[src/verilog/pcUnit.sv]
`timescale 1ns/10ps

module pcUnit #(
    parameter int DataWidth = 32,
    parameter int PcWidth   = 26
) (
    input  logic                 clock,
    input  logic                 rstN,
    input  logic                 pcUpdate,
    input  logic [DataWidth-1:0] rs1Data,
    input  logic [DataWidth-1:0] aluResult,
    input  logic                 isJal,
    input  logic                 isJumpReg,
    input  logic                 isBranch,
    input  logic                 branchOnZero,
    output logic [PcWidth-1:0]   pc
);

    logic               condTrue;
    logic               takeRelative;
    logic [PcWidth-1:0] nextPc;

    // Branch condition on rs1
    assign condTrue     = branchOnZero ? (rs1Data == '0) : (rs1Data != '0);
    assign takeRelative = isJal || (isBranch && condTrue);

    always_comb begin
        if (isJumpReg) begin
            nextPc = rs1Data[PcWidth-1:0];
        end else if (takeRelative) begin
            nextPc = aluResult[PcWidth-1:0];
        end else begin
            nextPc = pc + PcWidth'(1);
        end
    end

    always_ff @(posedge clock or negedge rstN) begin
        if (!rstN) begin
            pc <= '0;
        end else if (pcUpdate) begin
            pc <= nextPc;
        end
    end

endmodule

[config.mk]
export PLATFORM = sky130hd
export DESIGN_NAME = pcUnit
export DESIGN_NICKNAME = d
export VERILOG_FILES = /design/src/verilog/pcUnit.sv
export SDC_FILE = /design/constraint.sdc
export NUM_CORES = 1
export LEC_CHECK = 0
export BUFFER_PORTS_ARGS = -buffer_cell sky130_fd_sc_hd__buf_4
export CAP_MARGIN = 20
export CORE_MARGIN = 1.5
export CORE_UTILIZATION = 51
export CTS_CLUSTER_DIAMETER = 150
export DETAILED_ROUTE_END_ITERATION = 12
export GPL_ROUTABILITY_DRIVEN = 0
export GPL_TIMING_DRIVEN = 0
export PLACE_DENSITY = 0.86
export SETUP_SLACK_MARGIN = 0.15
export SYNTH_ARGS = -nofsm -noshare
export SYNTH_HDL_FRONTEND = slang
export SYNTH_SLANG_ARGS = --single-unit
[constraint.sdc]
create_clock -name clock -period 3.64 [get_ports clock]
set_input_delay 0.364 -clock clock [delete_from_list [all_inputs] [get_ports clock]]
set_output_delay 0.364 -clock clock [all_outputs]
set_load 0.1 [all_outputs]
==> results.py <==
metrics = {
    "synthesis": {
        "synth_top_area_share_pct": 30.0,
        "synth.distinct_cells": 47,
        "yosysWarnings": 0,
        "synth_area_um2": 2170,
        "synthTopCellsByArea": "dfrtp_1 30%, nand3_1 6.5%, and3_1 4.9%",
        "ys_seq_area_share_pct": 30.0,
        "synth_fa_ha_area_share_pct": 0.576,
        "async_reset_ff_share_pct": 100,
        "synth_area_leader_cell": "dfrtp_1",
        "syn_nets": 353,
        "synth.ff_latch_count": 26,
        "synth_area_per_cell_um2": 7.73,
        "synth-compound-area-share_pct": 22.6,
        "syn_inst": 281,
        "synth_edf_count": 0,
        "synth-simple-area-share_pct": 32.9,
        "synth_top_family_by_area": "simple AND/OR/NAND/NOR gates",
        "synthXorXnorAreaFrac_pct": 4.44,
        "synth_ff_type": "dfrtp_1",
        "synthMuxAreaShare_pct": 3.75,
    },
    "global_routing": {
        "grt_max_degree": 27,
        "met1_usage_pct": 46.0,
        "grt_pass1_wl_mm": 12.3,
        "overflow": 0,
        "first_global_vias": 2646,
        "use_met2_pct": 56.4,
        "use_met3_pct": 8.55,
        "top_usage_layer": "met2",
        "antenna_found_initial": 0,
        "gr-usage-all-layers_pct": 35.9,
    },
    "sta": {
        "rsz0062_at_grt": "false",
        "relSlewSlack_pct": 47.1,
        "fin_crit_ns": 2.25,
        "setup_tns_ns": 0,
        "hold_violations": 0,
        "final-setup-viol-count": 0,
        "period_share_pct": 61.7,
        "fin_skew_ns": 0.00314,
        "fmax_mhz": 445,
        "final_max_slew_viol_count": 0,
        "tightest_slew_ns": 0.790,
    },
    "floorplan": {
        "die_w_um": 68.2,
        "row_count": 23,
        "core_area_um2": 4060,
        "start_util_pct": 53.5,
        "die_h_um": 68.2,
        "ioPinCount": 97,
        "die_area_um2": 4660,
    },
    "setup_path": {
        "slowest_stage": "or3_1",
        "critical_path_required_ns": 3.81,
        "start_kind": "input pin",
        "reg2regPathDepth": 7,
        "cp_top_family": "simple AND/OR/NAND/NOR gates",
        "r2r_end": "pc[17]",
        "r2r_slack_ns": 1.41,
        "timing.rr.start": "pc[5]",
        "crit_top_cell": "buf_6",
        "slowest_delay_ns": 0.47,
        "crit_fanout": 10,
        "crit_arrival_ns": 2.42,
        "end_kind": "flop",
        "path_buf_inv": 3,
        "crit_path_cell_trace": "buf_4 -> nor4_1 -> nand4_1 -> or3_1 -> and3_1 -> buf_6 -> buf_6 -> o221ai_1 -> o211ai_1",
        "path_class": "in2reg",
    },
    "final_layout": {
        "final_common_cell": "buf_4",
        "drive_gt1_share_pct": 28.5,
        "synthToLayoutAreaGrowth_pct": 37.0,
        "largest_register": "pc",
        "fin_nets": 449,
        "fin_util_pct": 73.3,
        "reg_top3": "pc (26)",
        "final_area_um2": 2970,
        "largest_reg_flops": 26,
        "diodes": 0,
        "final_cell_mix": "90 x buf_4, 28 x nand3_1, 28 x nand2_1",
    },
    "min_path": {
        "hold_path.startpoint": "aluResult[25]",
        "whs_endpoint": "pc[25]",
        "hold_class": "in2reg",
        "holdPathStages": 3,
    },
    "detailed_routing": {
        "drt_wl_total_mm": 8.03,
        "antenna_left": 0,
        "vias_per_cell": 6.60,
        "vias": 2813,
        "wl_per_cell_um": 18.8,
        "firstDrtPassIters": 9,
        "drc": 0,
        "drt_iter0_markers": 396,
    },
    "pwr": {
        "peakVddDrop_v": 0.000275,
        "clockPowerShare_pct": 16.0,
        "p_leak_uw": 0.00135,
        "netSwitchingFraction_pct": 51.9,
        "combinationalPowerShare_pct": 52.8,
        "internal_power_uw": 619,
        "powerDensity_nw_per_um2": 433,
        "power_switching_uw": 668,
        "seqPwrFrac_pct": 31.2,
    },
    "cts": {
        "root_buffer": "clkbuf_8",
        "cts.sinks": 26,
        "cts_buffer_depth": 2,
        "cts_tree": "built",
        "htreeDepth": 1,
        "clk_pin_slew_ns": 0.10,
        "clk_latency_ns": 0.29,
        "post-cts-setup-buffers": 0,
        "cts_buffers": 3,
    },
    "run": {
        "max-cap-violations": 0,
    },
    "placed_design": {
        "dpl_cell_area_um2": 2910,
        "hpwlAfterDp_mm": 5.85,
        "portBuffers": 90,
    },
    "outcome": {
        "status": "finished, final reports clean",
    },
}
worst min-delay path, stage by stage:
cell,delay (ns)
buf_4,0.08
a31oi_1,0.06
o31ai_1,0.05
how the worst max path moves through the flow:
stage | from | end | depth (start not counted)
2_1_floorplan | pc[2] | pc[21] | 8
3_3_place_gp | rs1Data[16] | pc[7] | 9
3_5_place_dp | rs1Data[16] | pc[13] | 9
4_1_cts | rs1Data[16] | pc[7] | 9
5_1_grt | pc[5] | pc[17] | 7
6_report | rs1Data[16] | pc[7] | 9
per-stage QoR:
step / worst slack, ns / total power [uW] / hold slack (ns) / instances
CTS: 1.41 / 1280 / 0.304 / 426
global placement: 1.10 / 1070 / 0.305 / 421
finish: 1.39 / 1290 / 0.298 / 426
floorplan: 0.845 / 877 / 0.0684 / 281
global route: 1.25 / 1340 / 0.305 / 426
detailed placement: 1.14 / 1080 / 0.302 / 421
cell type report:
type                       instances  area [um2]
buffer                            19         100
clock buffer                       4        55.1
sequential                        26         651
fill                             328        1080
timing repair buffer              91         686
multi-input combinational        229        1390
tap                               50        62.6
inverter                           7        26.3
routing by layer:
metal  wire length [um]  share of wire (%)
met5                  0                  0
met4                254                3.2
met1               3070                 38
met2               3660                 46
met3               1050                 13
Yosys cell counts, types with 5 or more instances:
| master | number |
|---|---|
| nand4_1 | 8 |
| nor2_1 | 14 |
| clkbuf_1 | 10 |
| and3_1 | 17 |
| or3_1 | 6 |
| mux2i_1 | 7 |
| nand3_1 | 28 |
| o21ai_0 | 14 |
| a21oi_1 | 17 |
| buf_2 | 5 |
| a31oi_1 | 6 |
| nor4_1 | 9 |
| inv_1 | 7 |
| xnor2_1 | 7 |
| nand2_1 | 28 |
| o31ai_1 | 5 |
| dfrtp_1 | 26 |
| nor3_1 | 11 |
logic make-up (layout without fill, tap and decap cells):
family | count (synthesis) | in the layout
xor+xnor | 11 | 11
mux | 8 | 8
simple gates | 135 | 135
fa+ha+maj | 1 | 1
buf+inv | 26 | 121
flops | 26 | 26
compound gates | 74 | 74
power by group through the flow:
stage	Sequential, uW	Clock (uW)	Combinational (uW)
6_report	402	206	680
5_1_grt	409	217	713
4_1_cts	399	202	676
3_5_place_dp	404	0	673
3_3_place_gp	403	0	666
2_1_floorplan	708	0	169
repair_timing:
item | CTS | global route
hold buffers | 1 | 0
endpoints found under the setup margin | 0 | 0
endpoints found under the hold margin | 19 | 0
gates resized for setup | 0 | 0
(Power assumes the default switching activity.)
