`config.mk`:
```
export PLATFORM = sky130hd
export DESIGN_NAME = writeBack
export DESIGN_NICKNAME = d
export VERILOG_FILES = /design/src/verilog/writeBack.sv
export SDC_FILE = /design/constraint.sdc
export NUM_CORES = 2
export LEC_CHECK = 0
export BUFFER_PORTS_ARGS = -buffer_cell sky130_fd_sc_hd__buf_2
export CORE_UTILIZATION = 40
export CTS_CLUSTER_DIAMETER = 40
export DETAILED_ROUTE_END_ITERATION = 12
export GPL_TIMING_DRIVEN = 1
export PLACE_DENSITY = 0.55
export SYNTH_ARGS = -nofsm -noshare
export SYNTH_HDL_FRONTEND = slang
export SYNTH_SLANG_ARGS = --single-unit
```
`constraint.sdc`:
```
create_clock -name clock -period 3 [get_ports clock]
set_clock_uncertainty 0.1 [all_clocks]
set_input_delay 0.3 -clock clock [delete_from_list [all_inputs] [get_ports clock]]
set_output_delay 0.3 -clock clock [all_outputs]
set_load 0.02 [all_outputs]
```
`src/verilog/writeBack.sv`:
```
`timescale 1ns/10ps

module writeBack #(
    parameter int DataWidth   = 32,
    parameter int PcWidth     = 26,
    parameter int RegIdxWidth = 6
) (
    input  logic                   clock,
    input  logic                   rstN,
    input  logic                   regWrite,
    input  logic [RegIdxWidth-1:0] rs1Idx,
    input  logic [RegIdxWidth-1:0] rs2Idx,
    input  logic [RegIdxWidth-1:0] rdIdx,
    input  logic [DataWidth-1:0]   aluResult,
    input  logic [DataWidth-1:0]   dataIn,
    input  logic [PcWidth-1:0]     pc,
    input  logic                   isLoad,
    input  logic                   isJal,
    input  logic                   writesReg,
    output logic [DataWidth-1:0]   rs1Data,
    output logic [DataWidth-1:0]   rs2Data
);

    localparam int NumRegs = 2 ** RegIdxWidth;

    logic [DataWidth-1:0] regs [NumRegs];
    logic [DataWidth-1:0] wrData;
    logic                 wrEn;

    // Link value is the return address pc + 1
    assign wrData = isLoad ? dataIn :
                    isJal  ? {{(DataWidth-PcWidth){1'b0}}, pc + PcWidth'(1)} :
                             aluResult;
    assign wrEn   = regWrite && writesReg && (rdIdx != '0);

    always_ff @(posedge clock or negedge rstN) begin
        if (!rstN) begin
            for (int i = 0; i < NumRegs; i++) begin
                regs[i] <= '0;
            end
        end else if (wrEn) begin
            regs[rdIdx] <= wrData;
        end
    end

    assign rs1Data = regs[rs1Idx];
    assign rs2Data = regs[rs2Idx];

    // r0 stays zero for the whole run
    zeroRegStaysZero: assert property (@(posedge clock) disable iff (!rstN)
        regs[0] == '0);

endmodule
```
==> out/results.ini <==
[synthesis]
synth-main-ff-cell=dfrtp_1
synth_top_cell_by_area=dfrtp_1
syn_area_per_cell_um2=11.12
ys_seq_area_share_pct=48.32
syn_inst=9540
synthArstFlopShare_pct=100.0
ys_warn_count=0
synth_fp_nets=9655
netlist_area_um2=106100
synth_top_area_share_pct=48.32
netlist-cell-type-count=57
synth_area_leaders=dfrtp_1 (48%), mux4_2 (21%), o21ai_0 (6.4%), nand2_1 (5.1%), a21oi_1 (4.0%)
ys_ff_latch=2048
synth_edf_count=0

[clock_network]
cts_max_path_buffers=4
cts_tree=yes
clock_latency_ns=0.87
cts-root-buf=clkbuf_16
numCtsBuffers=348
htreeDepth=5
clock_sinks=2048
clk_pin_slew_ns=0.06

[critical_path]
crit_arrival_ns=3.20
required_ns=2.60
crit_buf_inv=2
worstPathCellList=mux4_2, mux4_2, a211oi_4, a31oi_1, buf_4, buf_6
path_class=reg -> out
slowest_stage=mux4_2
critPathTopFamily=multiplexers
worstSetupEndpointType=output pin
cp_common_cell=mux4_2
crit_fanout=3
critical-path-max-stage-delay_ns=0.52
cp-start-kind=flip-flop

[floorplanning]
dieArea_um2=267200
core_area_um2=263000
initial_utilization_pct=40.33
io_pins=178
rows=188
die_w_um=516.9
die_h_um=516.9

[finish]
fin_cells=13910
reg.largest.list=regs (2048)
largest_reg_flops=2048
largest-register=regs
syn2layout_area_growth_pct=25.27
nFillCells=23010
drive_gt1_share_pct=31.10
nets=10220

[place]
numPortBuffers=177
place_congestion=0.9055
pre_cts_ws_ns=-0.9389
placed_cells=13150
dp_hpwl_um=273100

[pwr]
power_density_nw_per_um2=655.1
power.internal_uw=62320
seq_power_share_pct=37.2
pwr-share-clk_pct=47.5
p_leak_uw=0.05722
power_uw=87040
combPwrFrac_pct=15.3
max-vdd-ir-drop_mv=0.4807
p_switching_uw=24720
switching_share_pct=28.40

[detailed_routing]
ant_nets=0
viasPerCell=6.131
totalWireLength_um=409400
drtIter0Drc=9801
drc=0
num_vias=85310
drt-wirelength-per-cell_um=29.42
firstDrtPassIters=8

[grt]
grt_max_degree=132
grt_pass1_vias=84520
grt_first_pass_wirelength_um=596400
antenna_found_initial=23
gr-total-overflow=0
grt_usage_pct=30.61

[run]
cap_violations=0

[timing]
period_needed_ns=3.602
max_freq_mhz=277.6
worstMarginPinSlew_ns=1.117
slew_headroom_pct=25.40
hold_viol=0
fin_crit_sh_pct=120.1
holdWs_ns=0.03120
slew_viol_final=0
setup_ws_ns=-0.6025
final-setup-viol-count=63
rsz0062_at_grt=yes

[status]
violations=negative setup slack
outcome=complete, but fails checks

[hold_path]
hold_path.class=in -> reg

==> layout make-up <==
cell class / count / area (um2) / share of cell area (%)
inverter: 10 / 40.04 / 0.03014
multi-input combinational: 6490 / 53080 / 39.95
clock buffer: 412 / 9336 / 7.027
sequential: 2048 / 51250 / 38.57
antenna: 8 / 20.02 / 0.01507
tap: 3515 / 4398 / 3.310
clock inverter: 228 / 2754 / 2.073
timing repair buffer: 1203 / 11980 / 9.019
==> through the flow <==
step / util, % / instance area [um2] / TNS [ns]
after CTS: 50.25 / 132200 / -16.66
after global placement: 44.46 / 116900 / -20.67
after global routing: 50.51 / 132800 / -17.45
final: 50.52 / 132900 / -14.54
after floorplan: - / 106100 / 0
after detailed placement: 44.46 / 116900 / -20.89
==> synthesized netlist by cell type, types with 63 or more instances <==
| library cell | n |
|---|---|
| a211oi_1 | 67 |
| a21oi_1 | 839 |
| buf_1 | 63 |
| buf_2 | 161 |
| buf_4 | 67 |
| clkbuf_1 | 674 |
| dfrtp_1 | 2048 |
| mux2_2 | 68 |
| mux2i_1 | 363 |
| mux4_2 | 998 |
| nand2_1 | 1437 |
| nor2_1 | 847 |
| o21ai_0 | 1358 |
| o22ai_1 | 148 |
==> kinds of logic after synthesis <==
group                    count (synthesis)  share of synthesized area, %
buffers and inverters                 1002                         4.100
flip-flops                            2048                         48.32
AO/OA/AOI/OAI                         2539                         12.70
multiplexers                          1429                         25.34
adder cells (fa/ha/maj)                  1                       0.01180
AND/OR/NAND/NOR                       2500                         9.356
XOR/XNOR                                21                        0.1734
==> power groups by stage <==
stage	registers, uW	clock network (uW)	logic, uW
2_1_floorplan	32000	0	7390
3_3_place_gp	32500	0	11900
3_5_place_dp	32700	0	12200
4_1_cts	32300	41700	13000
5_1_grt	32700	43000	14200
6_report	32400	41300	13300
==> per-layer routing <==
metal / vias to the layer above / wire (um) / GRT usage [%]
li1: 35950 / - / -
met4: 14 / 17980 / 12.66
met1: 43800 / 165900 / 42.16
met3: 925 / 42690 / 7.957
met5: - / 96 / 0
met2: 4619 / 182700 / 45.94
==> final timing paths <==
check	depth (start not counted)	from	endpoint	slack (ns)
hold reg to reg	0	regs[2023]	regs[2023]	0.29
setup reg to reg	4	regs[1880]	regs[1880]	1.98
min in group asynchronous	3	rstN	regs[1382]	0.50
max in group asynchronous	5	rstN	regs[845]	1.22
setup / recovery	6	regs[1066]	rs2Data[10]	-0.60
hold / removal	5	aluResult[23]	regs[535]	0.03
==> repair_timing <==
item,4_1_cts,5_1_grt
pin swaps,115,97
setup endpoints to repair,64,64
buffers inserted,75,31
endpoints found under the hold margin,1502,0
hold buffers,38,0
cloned,3,0
resized for setup,509,114
==> tightest hold or removal path: stages <==
cell and delay (ns):
buf_2 0.08, a222oi_1 0.10, buf_4 0.19, buf_4 0.16, a21oi_1 0.12
==> cell usage in the layout (no fill, tap or decap), types with 15 or more instances in the layout <==
cell,netlist,routed
dfrtp_1,2048,2048
nand2_1,1437,1377
o21ai_0,1358,1329
mux4_2,998,998
nor2_1,847,812
a21oi_1,839,771
buf_4,67,747
clkbuf_16,0,354
mux2i_1,363,341
buf_12,0,199
buf_2,161,105
buf_6,16,99
o22ai_1,148,88
nand2_2,0,57
inv_6,0,53
nor2b_1,58,52
mux2_2,68,52
clkinv_4,0,46
a21oi_4,0,38
clkinvlp_4,0,38
o22ai_2,0,37
bufinv_16,0,37
dlygate4sd3_1,0,37
nand3_1,36,36
a211oi_1,67,35
clkinv_2,0,33
nor2_4,0,32
clkbuf_1,674,32
a21oi_2,0,30
a22oi_1,42,27
a211oi_2,0,26
clkbuf_8,0,26
o22ai_4,0,23
mux2_4,0,16
o21ai_2,0,16
a22oi_2,0,15
No activity file was read; power rests on OpenSTA's default activity.
