## src/verilog/cpuPkg.sv

```systemverilog
package cpuPkg;

    // Opcode sits in the top six bits of every instruction word
    typedef enum logic [5:0] {
        OpAdd   = 6'h00,
        OpSub   = 6'h01,
        OpAnd   = 6'h02,
        OpOr    = 6'h03,
        OpXor   = 6'h04,
        OpSll   = 6'h05,
        OpSrl   = 6'h06,
        OpMul   = 6'h07,
        OpAddi  = 6'h08,
        OpLoad  = 6'h10,
        OpStore = 6'h11,
        OpJal   = 6'h20,
        OpJr    = 6'h21,
        OpBeqz  = 6'h22,
        OpBnez  = 6'h23
    } opcodeT;

    typedef enum logic [3:0] {
        AluAdd,
        AluSub,
        AluAnd,
        AluOr,
        AluXor,
        AluSll,
        AluSrl,
        AluMul
    } aluOpT;

    typedef enum logic [2:0] {
        StFetch,
        StDecode,
        StExecute,
        StMemRead,
        StMemWrite,
        StWriteback
    } ctrlStateT;

    // Field layout: opcode | rd | rs1 | rs2, immediate in the low bits
    // The immediate overlaps rs2, so a store takes its data register from rd
    localparam int OpcodeLsb = 26;
    localparam int RdLsb     = 20;
    localparam int Rs1Lsb    = 14;
    localparam int Rs2Lsb    = 8;
    localparam int ImmWidth  = 14;

endpackage

```

## src/verilog/instrDecoder.sv

```systemverilog
`timescale 1ns/10ps

module instrDecoder #(
    parameter int DataWidth   = 32,
    parameter int RegIdxWidth = 6
) (
    input  logic                   clock,
    input  logic                   rstN,
    input  logic                   decodeEn,
    input  logic [DataWidth-1:0]   instr,
    output logic [RegIdxWidth-1:0] rs1Idx,
    output logic [RegIdxWidth-1:0] rs2Idx,
    output logic [RegIdxWidth-1:0] rdIdx,
    output logic [DataWidth-1:0]   imm,
    output logic                   useImm,
    output logic                   usePc,
    output logic                   isLoad,
    output logic                   isStore,
    output logic                   isJal,
    output logic                   isJumpReg,
    output logic                   isBranch,
    output logic                   branchOnZero,
    output logic                   writesReg,
    output cpuPkg::aluOpT          aluOp
);

    logic [DataWidth-1:0] instrReg;
    cpuPkg::opcodeT       opcode;

    // Instruction held for the rest of the instruction's life
    always_ff @(posedge clock or negedge rstN) begin
        if (!rstN) begin
            instrReg <= '0;
        end else if (decodeEn) begin
            instrReg <= instr;
        end
    end

    assign opcode = cpuPkg::opcodeT'(instrReg[cpuPkg::OpcodeLsb +: $bits(cpuPkg::opcodeT)]);
    assign rdIdx  = instrReg[cpuPkg::RdLsb +: RegIdxWidth];
    assign rs1Idx = instrReg[cpuPkg::Rs1Lsb +: RegIdxWidth];
    // Store data register lives in the rd slot
    assign rs2Idx = isStore ? instrReg[cpuPkg::RdLsb +: RegIdxWidth]
                            : instrReg[cpuPkg::Rs2Lsb +: RegIdxWidth];
    assign imm    = {{(DataWidth-cpuPkg::ImmWidth){instrReg[cpuPkg::ImmWidth-1]}},
                     instrReg[cpuPkg::ImmWidth-1:0]};

    always_comb begin
        aluOp        = cpuPkg::AluAdd;
        useImm       = 1'b0;
        usePc        = 1'b0;
        isLoad       = 1'b0;
        isStore      = 1'b0;
        isJal        = 1'b0;
        isJumpReg    = 1'b0;
        isBranch     = 1'b0;
        branchOnZero = 1'b0;
        writesReg    = 1'b0;
        case (opcode)
            cpuPkg::OpAdd: begin aluOp = cpuPkg::AluAdd; writesReg = 1'b1; end
            cpuPkg::OpSub: begin aluOp = cpuPkg::AluSub; writesReg = 1'b1; end
            cpuPkg::OpAnd: begin aluOp = cpuPkg::AluAnd; writesReg = 1'b1; end
            cpuPkg::OpOr:  begin aluOp = cpuPkg::AluOr;  writesReg = 1'b1; end
            cpuPkg::OpXor: begin aluOp = cpuPkg::AluXor; writesReg = 1'b1; end
            cpuPkg::OpSll: begin aluOp = cpuPkg::AluSll; writesReg = 1'b1; end
            cpuPkg::OpSrl: begin aluOp = cpuPkg::AluSrl; writesReg = 1'b1; end
            cpuPkg::OpMul: begin aluOp = cpuPkg::AluMul; writesReg = 1'b1; end
            cpuPkg::OpAddi: begin
                useImm    = 1'b1;
                writesReg = 1'b1;
            end
            cpuPkg::OpLoad: begin
                useImm    = 1'b1;
                isLoad    = 1'b1;
                writesReg = 1'b1;
            end
            cpuPkg::OpStore: begin
                useImm  = 1'b1;
                isStore = 1'b1;
            end
            // Relative targets come out of the ALU as pc + imm
            cpuPkg::OpJal: begin
                useImm    = 1'b1;
                usePc     = 1'b1;
                isJal     = 1'b1;
                writesReg = 1'b1;
            end
            cpuPkg::OpJr: isJumpReg = 1'b1;
            cpuPkg::OpBeqz, cpuPkg::OpBnez: begin
                useImm       = 1'b1;
                usePc        = 1'b1;
                isBranch     = 1'b1;
                branchOnZero = (opcode == cpuPkg::OpBeqz);
            end
            default: ;  // unknown opcode behaves as a no-op
        endcase
    end

endmodule

```

## config.mk

```make
export PLATFORM = sky130hd
export DESIGN_NAME = instrDecoder
export DESIGN_NICKNAME = d
export VERILOG_FILES = /design/src/verilog/cpuPkg.sv /design/src/verilog/instrDecoder.sv
export SDC_FILE = /design/constraint.sdc
export NUM_CORES = 1
export LEC_CHECK = 0
export ABC_AREA = 1
export ABC_CLOCK_PERIOD_IN_PS = 1500
export BUFFER_PORTS_ARGS = -buffer_cell sky130_fd_sc_hd__buf_2
export CAP_MARGIN = 30
export CORE_ASPECT_RATIO = 1.25
export CORE_UTILIZATION = 35
export DETAILED_ROUTE_END_ITERATION = 16
export GPL_ROUTABILITY_DRIVEN = 0
export GPL_TIMING_DRIVEN = 0
export PLACE_DENSITY = 0.67
export SETUP_SLACK_MARGIN = 0.4
export SYNTH_ARGS = -nofsm -noshare
export SYNTH_HDL_FRONTEND = slang
export SYNTH_SLANG_ARGS = --single-unit
```

## constraint.sdc

```tcl
create_clock -name clock -period 1.5 [get_ports clock]
set_input_delay 0.225 -clock clock [delete_from_list [all_inputs] [get_ports clock]]
set_output_delay 0.225 -clock clock [all_outputs]
set_load 0.005 [all_outputs]
```

==> impl_results.md <==
- GR Util met2: between 30% and 40%
- Max-slew headroom: about 52%
- Remaining routing DRC violations: 0
- Initial antenna violation count: 0
- Commonest non-fill, non-tap cell in the layout: buf_6
- FF+latch count, synth: 32
- DRT Pass-1 Iters: 2
- Largest registers: instrReg (32)
- Netlist cell types: 19
- Core area: about 5100 um2
- I/O pin total: 98
- CTS tree: built
- Dpl hpwl: just under 3 mm
- Grt met3 use: 3.98%
- # hold bufs at CTS: 0
- Setup violations, final: 10
- FF-to-FF Start: instrReg[13]$_DFFE_PN0P_
- Area grow syn2layout: 72.4%
- Top Usage Layer GRT: met2
- Final Hold Viols: 11
- Fmax: a little over 0.6 GHz
- Fin Clk Skew: 0 ps
- First-pass GRT wire length: between 7 and 8 mm
- CTS H-Tree Depth: 2
- Antenna cells: 0
- Peak supply drop: about 710 uV
- Port Buffers: 95
- DR vias: 1,586
- Initial Util: between 30% and 40%
- Drt wl/cell: 12.1 um
- GRT overflow: 0
- Met1 GRT Util: between 10% and 20%
- Vias per cell: 4.25
- FF-to-FF End: instrReg[13]$_DFFE_PN0P_
- Post-route setup slack: -155 ps
- Yosys top cell area share: a little over two fifths
- Max-slew violations: 0
- P per Cell Area: ~900 nW/um2
- Clock Latency Late Sink: between 200 and 300 ps
- Die width: around 67 um
- Synthesized Nets: between 200 and 250
- Worst min path class: in2async
- Largest Register: instrReg
- Worst-margin pin slew: a little over 700 ps
- WP data arrival: between 1000 and 1500 ps
- Number of fill cells in the layout: about 430
- CTS sink count: 32
- Syn_area_per_cell: slightly below 10 um2
- Worst hold slack: -7.13 ps
- Mapped cell area: around 1800 um2
- Final period demand of the worst path: approximately 1700 ps
- Layout cells sized above 1: a little under three quarters
- Post-Synthesis Cells: around 190
- Placed cell count: approximately 350
- Largest net degree at the start of global routing: 33
- CTS max path bufs: 2
- Max-Cap Viols: 0
- Commonest non-fill, non-tap cells in the layout: 95 x buf_6, 54 x buf_2, 30 x dfrtp_1
- Pre-CTS WS: approximately 130 ps
- Dominant cells by area after synthesis: dfrtp_1 44%, buf_4 18%, mux2_2 12%
- Fin nets: around 350
- Root Driver: clkbuf_8
- Crit path kind: reg2out
- R2R Setup Slk: 430 ps
- CP required: ~1300 ps
- Nature of the critical path endpoint: primary output
- TritonCTS buffer count: 5
- Crit share post-route: 110%
- Rows: 29
- Area of the die: between 5000 and 6000 um2
- CP startpoint kind: flop
- Worst Reg-to-Reg Cells: 3
- Core Util, Final: 62.4%
- Vias in the first global route: between 1,500 and 2,000
- Starting DRC count in detailed routing: 14
- Crit Path Max Fanout: 6
- Chip Height: about 83 um
- Pleak: around 1.7 nW
- Fin cells: about 370
- RSZ-0062 raised after global routing: true
- GRT Resource Usage Total: ~17%
- Post-Route WL: ~4.5 mm
- Antenna Nets Post-Route: 0
- Status: complete, but fails checks
- Register area share after synthesis: between 40% and 50%
- Max FFs per register: 32
- Leading area contributor after synthesis: dfrtp_1
- Warnings from Yosys: 0
- Violated checks: negative hold slack, negative setup slack
- Clock slew at reported path FFs: about 70 ps
- Fin Setup TNS: -1130 ps
==> synthesized netlist by cell type <==
| cell type | count |
|---|---|
| buf_4 | 45 |
| dfrtp_1 | 32 |
| nand2_1 | 25 |
| mux2_2 | 20 |
| inv_1 | 17 |
| o21ai_0 | 12 |
| nor2_1 | 10 |
| o21ai_2 | 6 |
| nand3_1 | 4 |
| buf_2 | 3 |
| buf_6 | 3 |
| inv_2 | 3 |
| nand2_2 | 3 |
| nor2_2 | 2 |
| nor2_4 | 2 |
| conb_1 | 1 |
| nand3_4 | 1 |
| nor3_1 | 1 |
| nor4_1 | 1 |
==> cell type report <==
| cell class | instances | area [um2] | area share [%] |
|---|---|---|---|
| Clock buffer | 5 | 68.8 | 2.17 |
| Timing Repair Buffer | 112 | 915 | 28.9 |
| Inverter | 20 | 75.1 | 2.37 |
| Tap cell | 62 | 77.6 | 2.45 |
| Buffer | 51 | 561 | 17.7 |
| Multi-Input combinational cell | 88 | 627 | 19.8 |
| Clock inverter | 3 | 42.5 | 1.34 |
| Sequential cell | 32 | 803 | 25.3 |
==> kinds of logic (layout without fill, tap and decap cells) <==
logic type             after synthesis  after routing  synth area share (%)
other                                1              1                 0.204
muxes                               20             20                  12.3
buffers and inverters               71            191                  25.1
and+or+nand+nor                     49             49                  12.7
DFF                                 32             32                  43.6
AOI/OAI and AO/OA                   18             18                  6.13
==> metal layers <==
metal	share of wire (%)	vias up	wire length [um]
li1	-	790	-
met1	36	734	1620
met2	56	57	2540
met3	5.7	5	258
met4	1.7	0	77
met5	0	-	0
==> power by group <==
| part | total (mW) | leakage [nW] | internal (mW) | switching (mW) |
|---|---|---|---|---|
| Clock | 0.807 | 0.0541 | 0.491 | 0.316 |
| Sequential | 1.02 | 0.377 | 0.948 | 0.0746 |
| Combinational | 0.971 | 1.23 | 0.642 | 0.330 |
| Total | 2.80 | 1.66 | 2.08 | 0.720 |
==> timing repair <==
action                                  in CTS  in global routing
endpoints found under the setup margin      62                 62
cloned                                       1                  1
gates resized for setup                    102                 12
pin swaps                                    2                  4
buffers inserted                            10                  5
==> worst max-delay path, cell delays in order, from the launching register on <==
cell and delay (ps):
dfrtp_1 410, nor2_4 170, nand3_4 150, clkbuf_16 200, o21ai_2 100, buf_2 130
==> worst max-delay path by stage <==
| stage | start | endpoint | slack, ps | cells past startpoint |
|---|---|---|---|---|
| global placement | instrReg[27]$_DFFE_PN0P_ | rs2Idx[0] | 130 | 7 |
| global route | instrReg[27]$_DFFE_PN0P_ | rs2Idx[1] | -240 | 7 |
| finish | instrReg[28]$_DFFE_PN0P_ | rs2Idx[0] | -160 | 5 |
| floorplan | instrReg[29]$_DFFE_PN0P_ | rs2Idx[0] | 330 | 4 |
| detailed placement | instrReg[27]$_DFFE_PN0P_ | rs2Idx[1] | 130 | 7 |
| CTS | instrReg[30]$_DFFE_PN0P_ | rs2Idx[1] | -150 | 6 |
==> stage by stage <==
stage | instance area, um2 | total power, mW
3_5_place_dp | 2390 | 1.65
5_1_grt | 3170 | 2.97
3_3_place_gp | 2390 | 1.64
4_1_cts | 3070 | 2.80
2_1_floorplan | 1840 | 1.40
6_report | 3170 | 2.80
Note: power is estimated with default switching activity, not from simulation.
