--- src/verilog/cpuPkg.sv ---
package cpuPkg;

    // Opcode sits in the top six bits of every instruction word
    typedef enum logic [5:0] {
        OpAdd   = 6'h00,
        OpSub   = 6'h01,
        OpAnd   = 6'h02,
        OpOr    = 6'h03,
        OpXor   = 6'h04,
        OpSll   = 6'h05,
        OpSrl   = 6'h06,
        OpMul   = 6'h07,
        OpAddi  = 6'h08,
        OpLoad  = 6'h10,
        OpStore = 6'h11,
        OpJal   = 6'h20,
        OpJr    = 6'h21,
        OpBeqz  = 6'h22,
        OpBnez  = 6'h23
    } opcodeT;

    typedef enum logic [3:0] {
        AluAdd,
        AluSub,
        AluAnd,
        AluOr,
        AluXor,
        AluSll,
        AluSrl,
        AluMul
    } aluOpT;

    typedef enum logic [2:0] {
        StFetch,
        StDecode,
        StExecute,
        StMemRead,
        StMemWrite,
        StWriteback
    } ctrlStateT;

    // Field layout: opcode | rd | rs1 | rs2, immediate in the low bits
    // The immediate overlaps rs2, so a store takes its data register from rd
    localparam int OpcodeLsb = 26;
    localparam int RdLsb     = 20;
    localparam int Rs1Lsb    = 14;
    localparam int Rs2Lsb    = 8;
    localparam int ImmWidth  = 14;

endpackage

--- src/verilog/controlFsm.sv ---
`timescale 1ns/10ps

module controlFsm (
    input  logic clock,
    input  logic rstN,
    input  logic instrLoaded,
    input  logic dataLoaded,
    input  logic dataStored,
    input  logic aluDone,
    input  logic isLoad,
    input  logic isStore,
    output logic readInstr,
    output logic readData,
    output logic writeData,
    output logic decodeEn,
    output logic aluStart,
    output logic regWrite,
    output logic pcUpdate
);

    cpuPkg::ctrlStateT state;
    cpuPkg::ctrlStateT nextState;

    always_ff @(posedge clock or negedge rstN) begin
        if (!rstN) begin
            state <= cpuPkg::StFetch;
        end else begin
            state <= nextState;
        end
    end

    always_comb begin
        nextState = state;
        case (state)
            cpuPkg::StFetch: begin
                if (instrLoaded) begin
                    nextState = cpuPkg::StDecode;
                end
            end
            cpuPkg::StDecode: nextState = cpuPkg::StExecute;
            cpuPkg::StExecute: begin
                if (aluDone) begin
                    if (isLoad) begin
                        nextState = cpuPkg::StMemRead;
                    end else if (isStore) begin
                        nextState = cpuPkg::StMemWrite;
                    end else begin
                        nextState = cpuPkg::StWriteback;
                    end
                end
            end
            cpuPkg::StMemRead: begin
                if (dataLoaded) begin
                    nextState = cpuPkg::StWriteback;
                end
            end
            cpuPkg::StMemWrite: begin
                if (dataStored) begin
                    nextState = cpuPkg::StWriteback;
                end
            end
            cpuPkg::StWriteback: nextState = cpuPkg::StFetch;
            default: nextState = cpuPkg::StFetch;
        endcase
    end

    // Start pulse lands in the first execute cycle, once decoded fields are valid
    always_ff @(posedge clock or negedge rstN) begin
        if (!rstN) begin
            aluStart <= 1'b0;
        end else begin
            aluStart <= (state == cpuPkg::StDecode);
        end
    end

    // Request levels drop the cycle after their pulse
    assign readInstr = (state == cpuPkg::StFetch);
    assign decodeEn  = (state == cpuPkg::StDecode);
    assign readData  = (state == cpuPkg::StMemRead);
    assign writeData = (state == cpuPkg::StMemWrite);
    assign regWrite  = (state == cpuPkg::StWriteback);
    assign pcUpdate  = (state == cpuPkg::StWriteback);

    dataReqExclusive: assert property (@(posedge clock) disable iff (!rstN)
        !(readData && writeData));

    fetchNotWithData: assert property (@(posedge clock) disable iff (!rstN)
        readInstr |-> !(readData || writeData));

endmodule

--- config.mk ---
export PLATFORM = sky130hd
export DESIGN_NAME = controlFsm
export DESIGN_NICKNAME = d
export VERILOG_FILES = /design/src/verilog/cpuPkg.sv /design/src/verilog/controlFsm.sv
export SDC_FILE = /design/constraint.sdc
export NUM_CORES = 1
export LEC_CHECK = 0
export ABC_AREA = 0
export BUFFER_PORTS_ARGS = -buffer_cell sky130_fd_sc_hd__buf_2
export CAP_MARGIN = 20
export CORE_AREA = 2 2 39 41
export CTS_BUF_LIST = sky130_fd_sc_hd__clkbuf_4
export CTS_CLUSTER_DIAMETER = 100
export DETAILED_ROUTE_END_ITERATION = 8
export DIE_AREA = 0 0 41 43
export SKIP_CTS_REPAIR_TIMING = 1
export SLEW_MARGIN = 20
export SYNTH_ARGS = -nofsm -noshare
export SYNTH_HDL_FRONTEND = slang
export SYNTH_SLANG_ARGS = --single-unit
--- constraint.sdc ---
create_clock -name clock -period 2.7 [get_ports clock]
set_input_delay 0.54 -clock clock [delete_from_list [all_inputs] [get_ports clock]]
set_output_delay 0.54 -clock clock [all_outputs]
set_load 0.03 [all_outputs]
==> metrics.cfg, run 1 <==
[synthesis]
synth-warning-count=0
synth.distinct_cells=19
synth_seq_cells=4
syn_nets=36
syn_avg_cell_area_um2=9.29
synth_area_um2=260
ys_seq_area_frac=0.385
syn_inst=28

[setup_path]
start_kind=flop
crit_path_end_kind=primary output
critPathMaxFanout=9
required_ns=2.16
r2r-start=state[2]$_DFFE_PN0P_
worstSetupPathType=reg2out
cp-startpoint=state[0]$_DFFE_PN0P_
cp.arrival_ns=1.30

[global_route]
grt_usage=0.0825
grt_pass1_wl_um=945
grt_overflow=0
grt_start_max_net_pins=10
grt_pass1_vias=242
antenna_found_initial=0

[clocking]
cts.sinks=4
clockBufferDepth=2
cts_made_buffers=3
clk_pin_slew_ns=0.04
cts_tree=done
htree_levels=1
clk_latency_ns=0.23
cts_root_buf=clkbuf_4

[sta]
fin_crit_ns=1.84
timing.hold.ws_ns=0.107
drv_slew=0
skew_ns=0.00354
rsz0062_at_grt=no
tightestPinTransition_ns=0.288
maxSlewHeadroom=0.808
finalSetupViolCount=0
finalHoldViolations=0
fin_crit_sh=0.681
worst_slack_ns=0.863
tns_ns=0
clock.fmax_mhz=544

[drt]
dr.pass1.iters=4
first_iter_violations=4
routed_wl_um=532
num_vias=241
drc=0
wl_per_cell_um=9.17
via_per_inst=4.16
antenna_left=0

[floorplanning]
fp.dieW_um=41
die_area_um2=1760
start_util=0.188
rows=14
num_io_pins=15
fp.dieH_um=43
core-area_um2=1380

[placement]
post-dp-hpwl_um=443
post_dp_cell_area_um2=330
gp_congestion=0.807
port_buffers=14
dpl_worst_slack_ns=1.08

[run]
max-cap-violations=0

[layout]
final_common_cell=buf_2
nNetsFinal=52
n_fill_cell=147
area_growth_pct=35.6
design_area_um2=353
diodes=0
drive_gt1_frac=0.524
final_cell_mix=14 x buf_2, 4 x nor3_1, 4 x dfrtp_1

[power]
vdd_ir_drop_max_mv=0.310
total_power_mw=0.478
p_leak_nw=0.178
cellPowerDensity_nw_per_um2=1360

[status]
status=finished, final reports clean

[min_path]
hold_path.class=in2async

registers in the layout, indices dropped and copies added, names as in the netlist:
| signal | count |
|---|---|
| state | 3 |
| aluStart | 1 |
cell usage after synthesis (all sizes together):
library cell / count / area share
a31oi: 1 / 0.024
o21bai: 1 / 0.029
a21oi: 1 / 0.019
o22ai: 1 / 0.048
nor3: 5 / 0.12
nand2b: 2 / 0.058
dfrtp: 4 / 0.38
o2bb2a: 1 / 0.077
nand2: 1 / 0.014
a21boi: 1 / 0.029
buf: 3 / 0.077
nor2: 3 / 0.043
and3: 1 / 0.024
o21a: 1 / 0.029
inv: 2 / 0.029
per-stage QoR:
stage	util	cells
after floorplan	-	28
after global placement	0.239	55
after detailed placement	0.239	55
after CTS	0.255	58
after global routing	0.255	58
final	0.255	58
final cells by class:
cell class / count / area, um2 / area share
multi-input cells: 19 / 133 / 0.376
inverters: 2 / 7.51 / 0.0213
clock buffers: 3 / 22.5 / 0.0638
flip-flops and latches: 4 / 100 / 0.284
repair buffers: 14 / 70.1 / 0.199
well taps: 16 / 20.0 / 0.0567
critical path, cell delays in order, from the launching register on:
cell and delay [ns]:
dfrtp_1 0.49, inv_2 0.10, nor3_1 0.23, buf_2 0.24
where the power goes:
group	total, mW	internal, mW	switching, mW
Combinational	0.271	0.105	0.166
Clock	0.0692	0.0494	0.0199
Sequential	0.139	0.0904	0.0482
cell families after synthesis:
family	count (synthesis)	synth area share
and+or+nand+nor	12	0.255
AOI/OAI and AO/OA	7	0.255
buffers and inverters	5	0.106
DFF	4	0.385
per-layer routing:
layer  track usage  share of wire  vias up  routed length [um]
met2         0.100           0.36       14                 189
met4        0.0600          0.024        0                  13
met5             0              0        -                   0
li1              -              -      125                   -
met1         0.100           0.51      100                 272
met3        0.0524           0.11        2                  57
worst paths after layout:
kind	endpoint	slack, ns	cells after the start
max reg2reg	state[0]$_DFFE_PN0P_	1.65	3
min	aluStart$_DFF_PN0_	0.11	1
max	decodeEn	0.86	3
max in group asynchronous	state[2]$_DFFE_PN0P_	2.48	1
min reg2reg	state[1]$_DFFE_PN0P_	0.52	1
min in group clock	state[1]$_DFFE_PN0P_	0.52	1
No activity file was read; power rests on OpenSTA's default activity.
==> run 2: changes to the inputs <==
clock period = 1.7 ns   (was 2.7 ns; I/O delays follow)
==> metrics.cfg, run 2 (same netlist as run 1, synthesis figures left out) <==
[status]
status=finished, final reports clean

[min_path]
hold_path.class=in2async

[global_route]
grt_usage=0.0934
grt_pass1_vias=245
antenna_found_initial=0
grt_overflow=0
grt_pass1_wl_um=1080
grt_start_max_net_pins=10

[sta]
tns_ns=0
fin_crit_sh=0.926
clock.fmax_mhz=635
finalSetupViolCount=0
finalHoldViolations=0
maxSlewHeadroom=0.789
skew_ns=0.00393
fin_crit_ns=1.57
rsz0062_at_grt=no
drv_slew=0
tightestPinTransition_ns=0.316

[setup_path]
required_ns=1.36
worstSetupPathType=reg2out
crit_path_end_kind=primary output
cp-startpoint=state[1]$_DFFE_PN0P_
path_cells=nor3_1 -> buf_2
cp.arrival_ns=1.23
start_kind=flop
r2r-start=state[2]$_DFFE_PN0P_
crit_slowest_cell=dfrtp_1
critPathMaxFanout=9
max_stage_delay_ns=0.48

[layout]
area_growth_pct=41.8
final_cell_mix=14 x buf_2, 3 x nor3_1, 3 x nor2_1, 3 x dfrtp_1, 3 x clkbuf_4
n_fill_cell=150
reg_top3=state x3, aluStart x1
top_register=state
diodes=0
nNetsFinal=53
largest_reg_flops=3
final_common_cell=buf_2
final_cells=59
drive_gt1_frac=0.558

[floorplanning]
die_area_um2=1760
rows=14
core-area_um2=1380
fp.dieH_um=43
fp.dieW_um=41
start_util=0.188
num_io_pins=15

[clocking]
htree_levels=1
cts_tree=done
clockBufferDepth=2
clk_pin_slew_ns=0.04
clk_latency_ns=0.24
cts.sinks=4
cts_made_buffers=3
cts_root_buf=clkbuf_4

[drt]
routed_wl_um=639
wl_per_cell_um=10.8
first_iter_violations=1
via_per_inst=4.32
drc=0
antenna_left=0
num_vias=255
dr.pass1.iters=2

[placement]
dpl.cell_count=55
gp_congestion=0.832
post-dp-hpwl_um=502
port_buffers=14

[power]
cellPowerDensity_nw_per_um2=2140
vdd_ir_drop_max_mv=0.592
p_leak_nw=0.182

[run]
max-cap-violations=0

==> run 2: changes by cell type in the layout (fill, tap and decap cells not counted), sizes merged <==
cell / before / now
dlygate4sd3: 0 / 1
==> run 2: worst max-delay path, delay by kind of cell (launching register included) <==
kind | cells | cell delay (ns)
flops | 1 | 0.48
simple gates | 1 | 0.27
buf+inv | 1 | 0.24
==> run 2: cell type report <==
type / count / area [um2] / share of cell area
Clock buffer: 3 / 22.5 / 0.0610
Timing Repair Buffer: 15 / 80.1 / 0.217
Inverter: 2 / 7.51 / 0.0203
Sequential cell: 4 / 101 / 0.275
Tap cell: 16 / 20.0 / 0.0542
Multi-Input combinational cell: 19 / 138 / 0.373
==> run 2: layer usage <==
metal	up-vias	wire (um)	track usage
li1	127	-	-
met2	16	251	0.116
met4	0	0	0.0200
met3	0	73	0.0628
met5	-	0	0
met1	112	314	0.132
==> run 2: metrics by stage <==
| step | total power [mW] | instance area (um2) | hold WS [ns] | worst slack, ns | util |
|---|---|---|---|---|---|
| after CTS | 0.799 | 358 | -0.106 | 0.0368 | 0.259 |
| after detailed placement | 0.673 | 335 | 0.150 | 0.290 | 0.242 |
| after global placement | 0.663 | 335 | 0.147 | 0.350 | 0.242 |
| final | 0.791 | 369 | 0.434 | 0.126 | 0.267 |
| after floorplan | 0.583 | 265 | 0.0444 | 0.0929 | - |
| after global routing | 0.864 | 369 | 0.457 | 0.0567 | 0.267 |
==> run 2: report_power, final <==
part	internal (mW)	switching [mW]
sequential	0.146	0.0827
combinational	0.169	0.273
clock	0.0791	0.0406
total	0.394	0.397
==> run 2: path summary, 6_finish.rpt <==
kind,to,slack (ns),cells past startpoint
max in group asynchronous,state[0]$_DFFE_PN0P_,1.13,2
setup / recovery,decodeEn,0.13,2
hold / removal,state[1]$_DFFE_PN0P_,0.43,2
min in group clock,state[0]$_DFFE_PN0P_,0.48,3
setup reg to reg,state[0]$_DFFE_PN0P_,0.61,3
hold reg to reg,state[1]$_DFFE_PN0P_,0.54,1
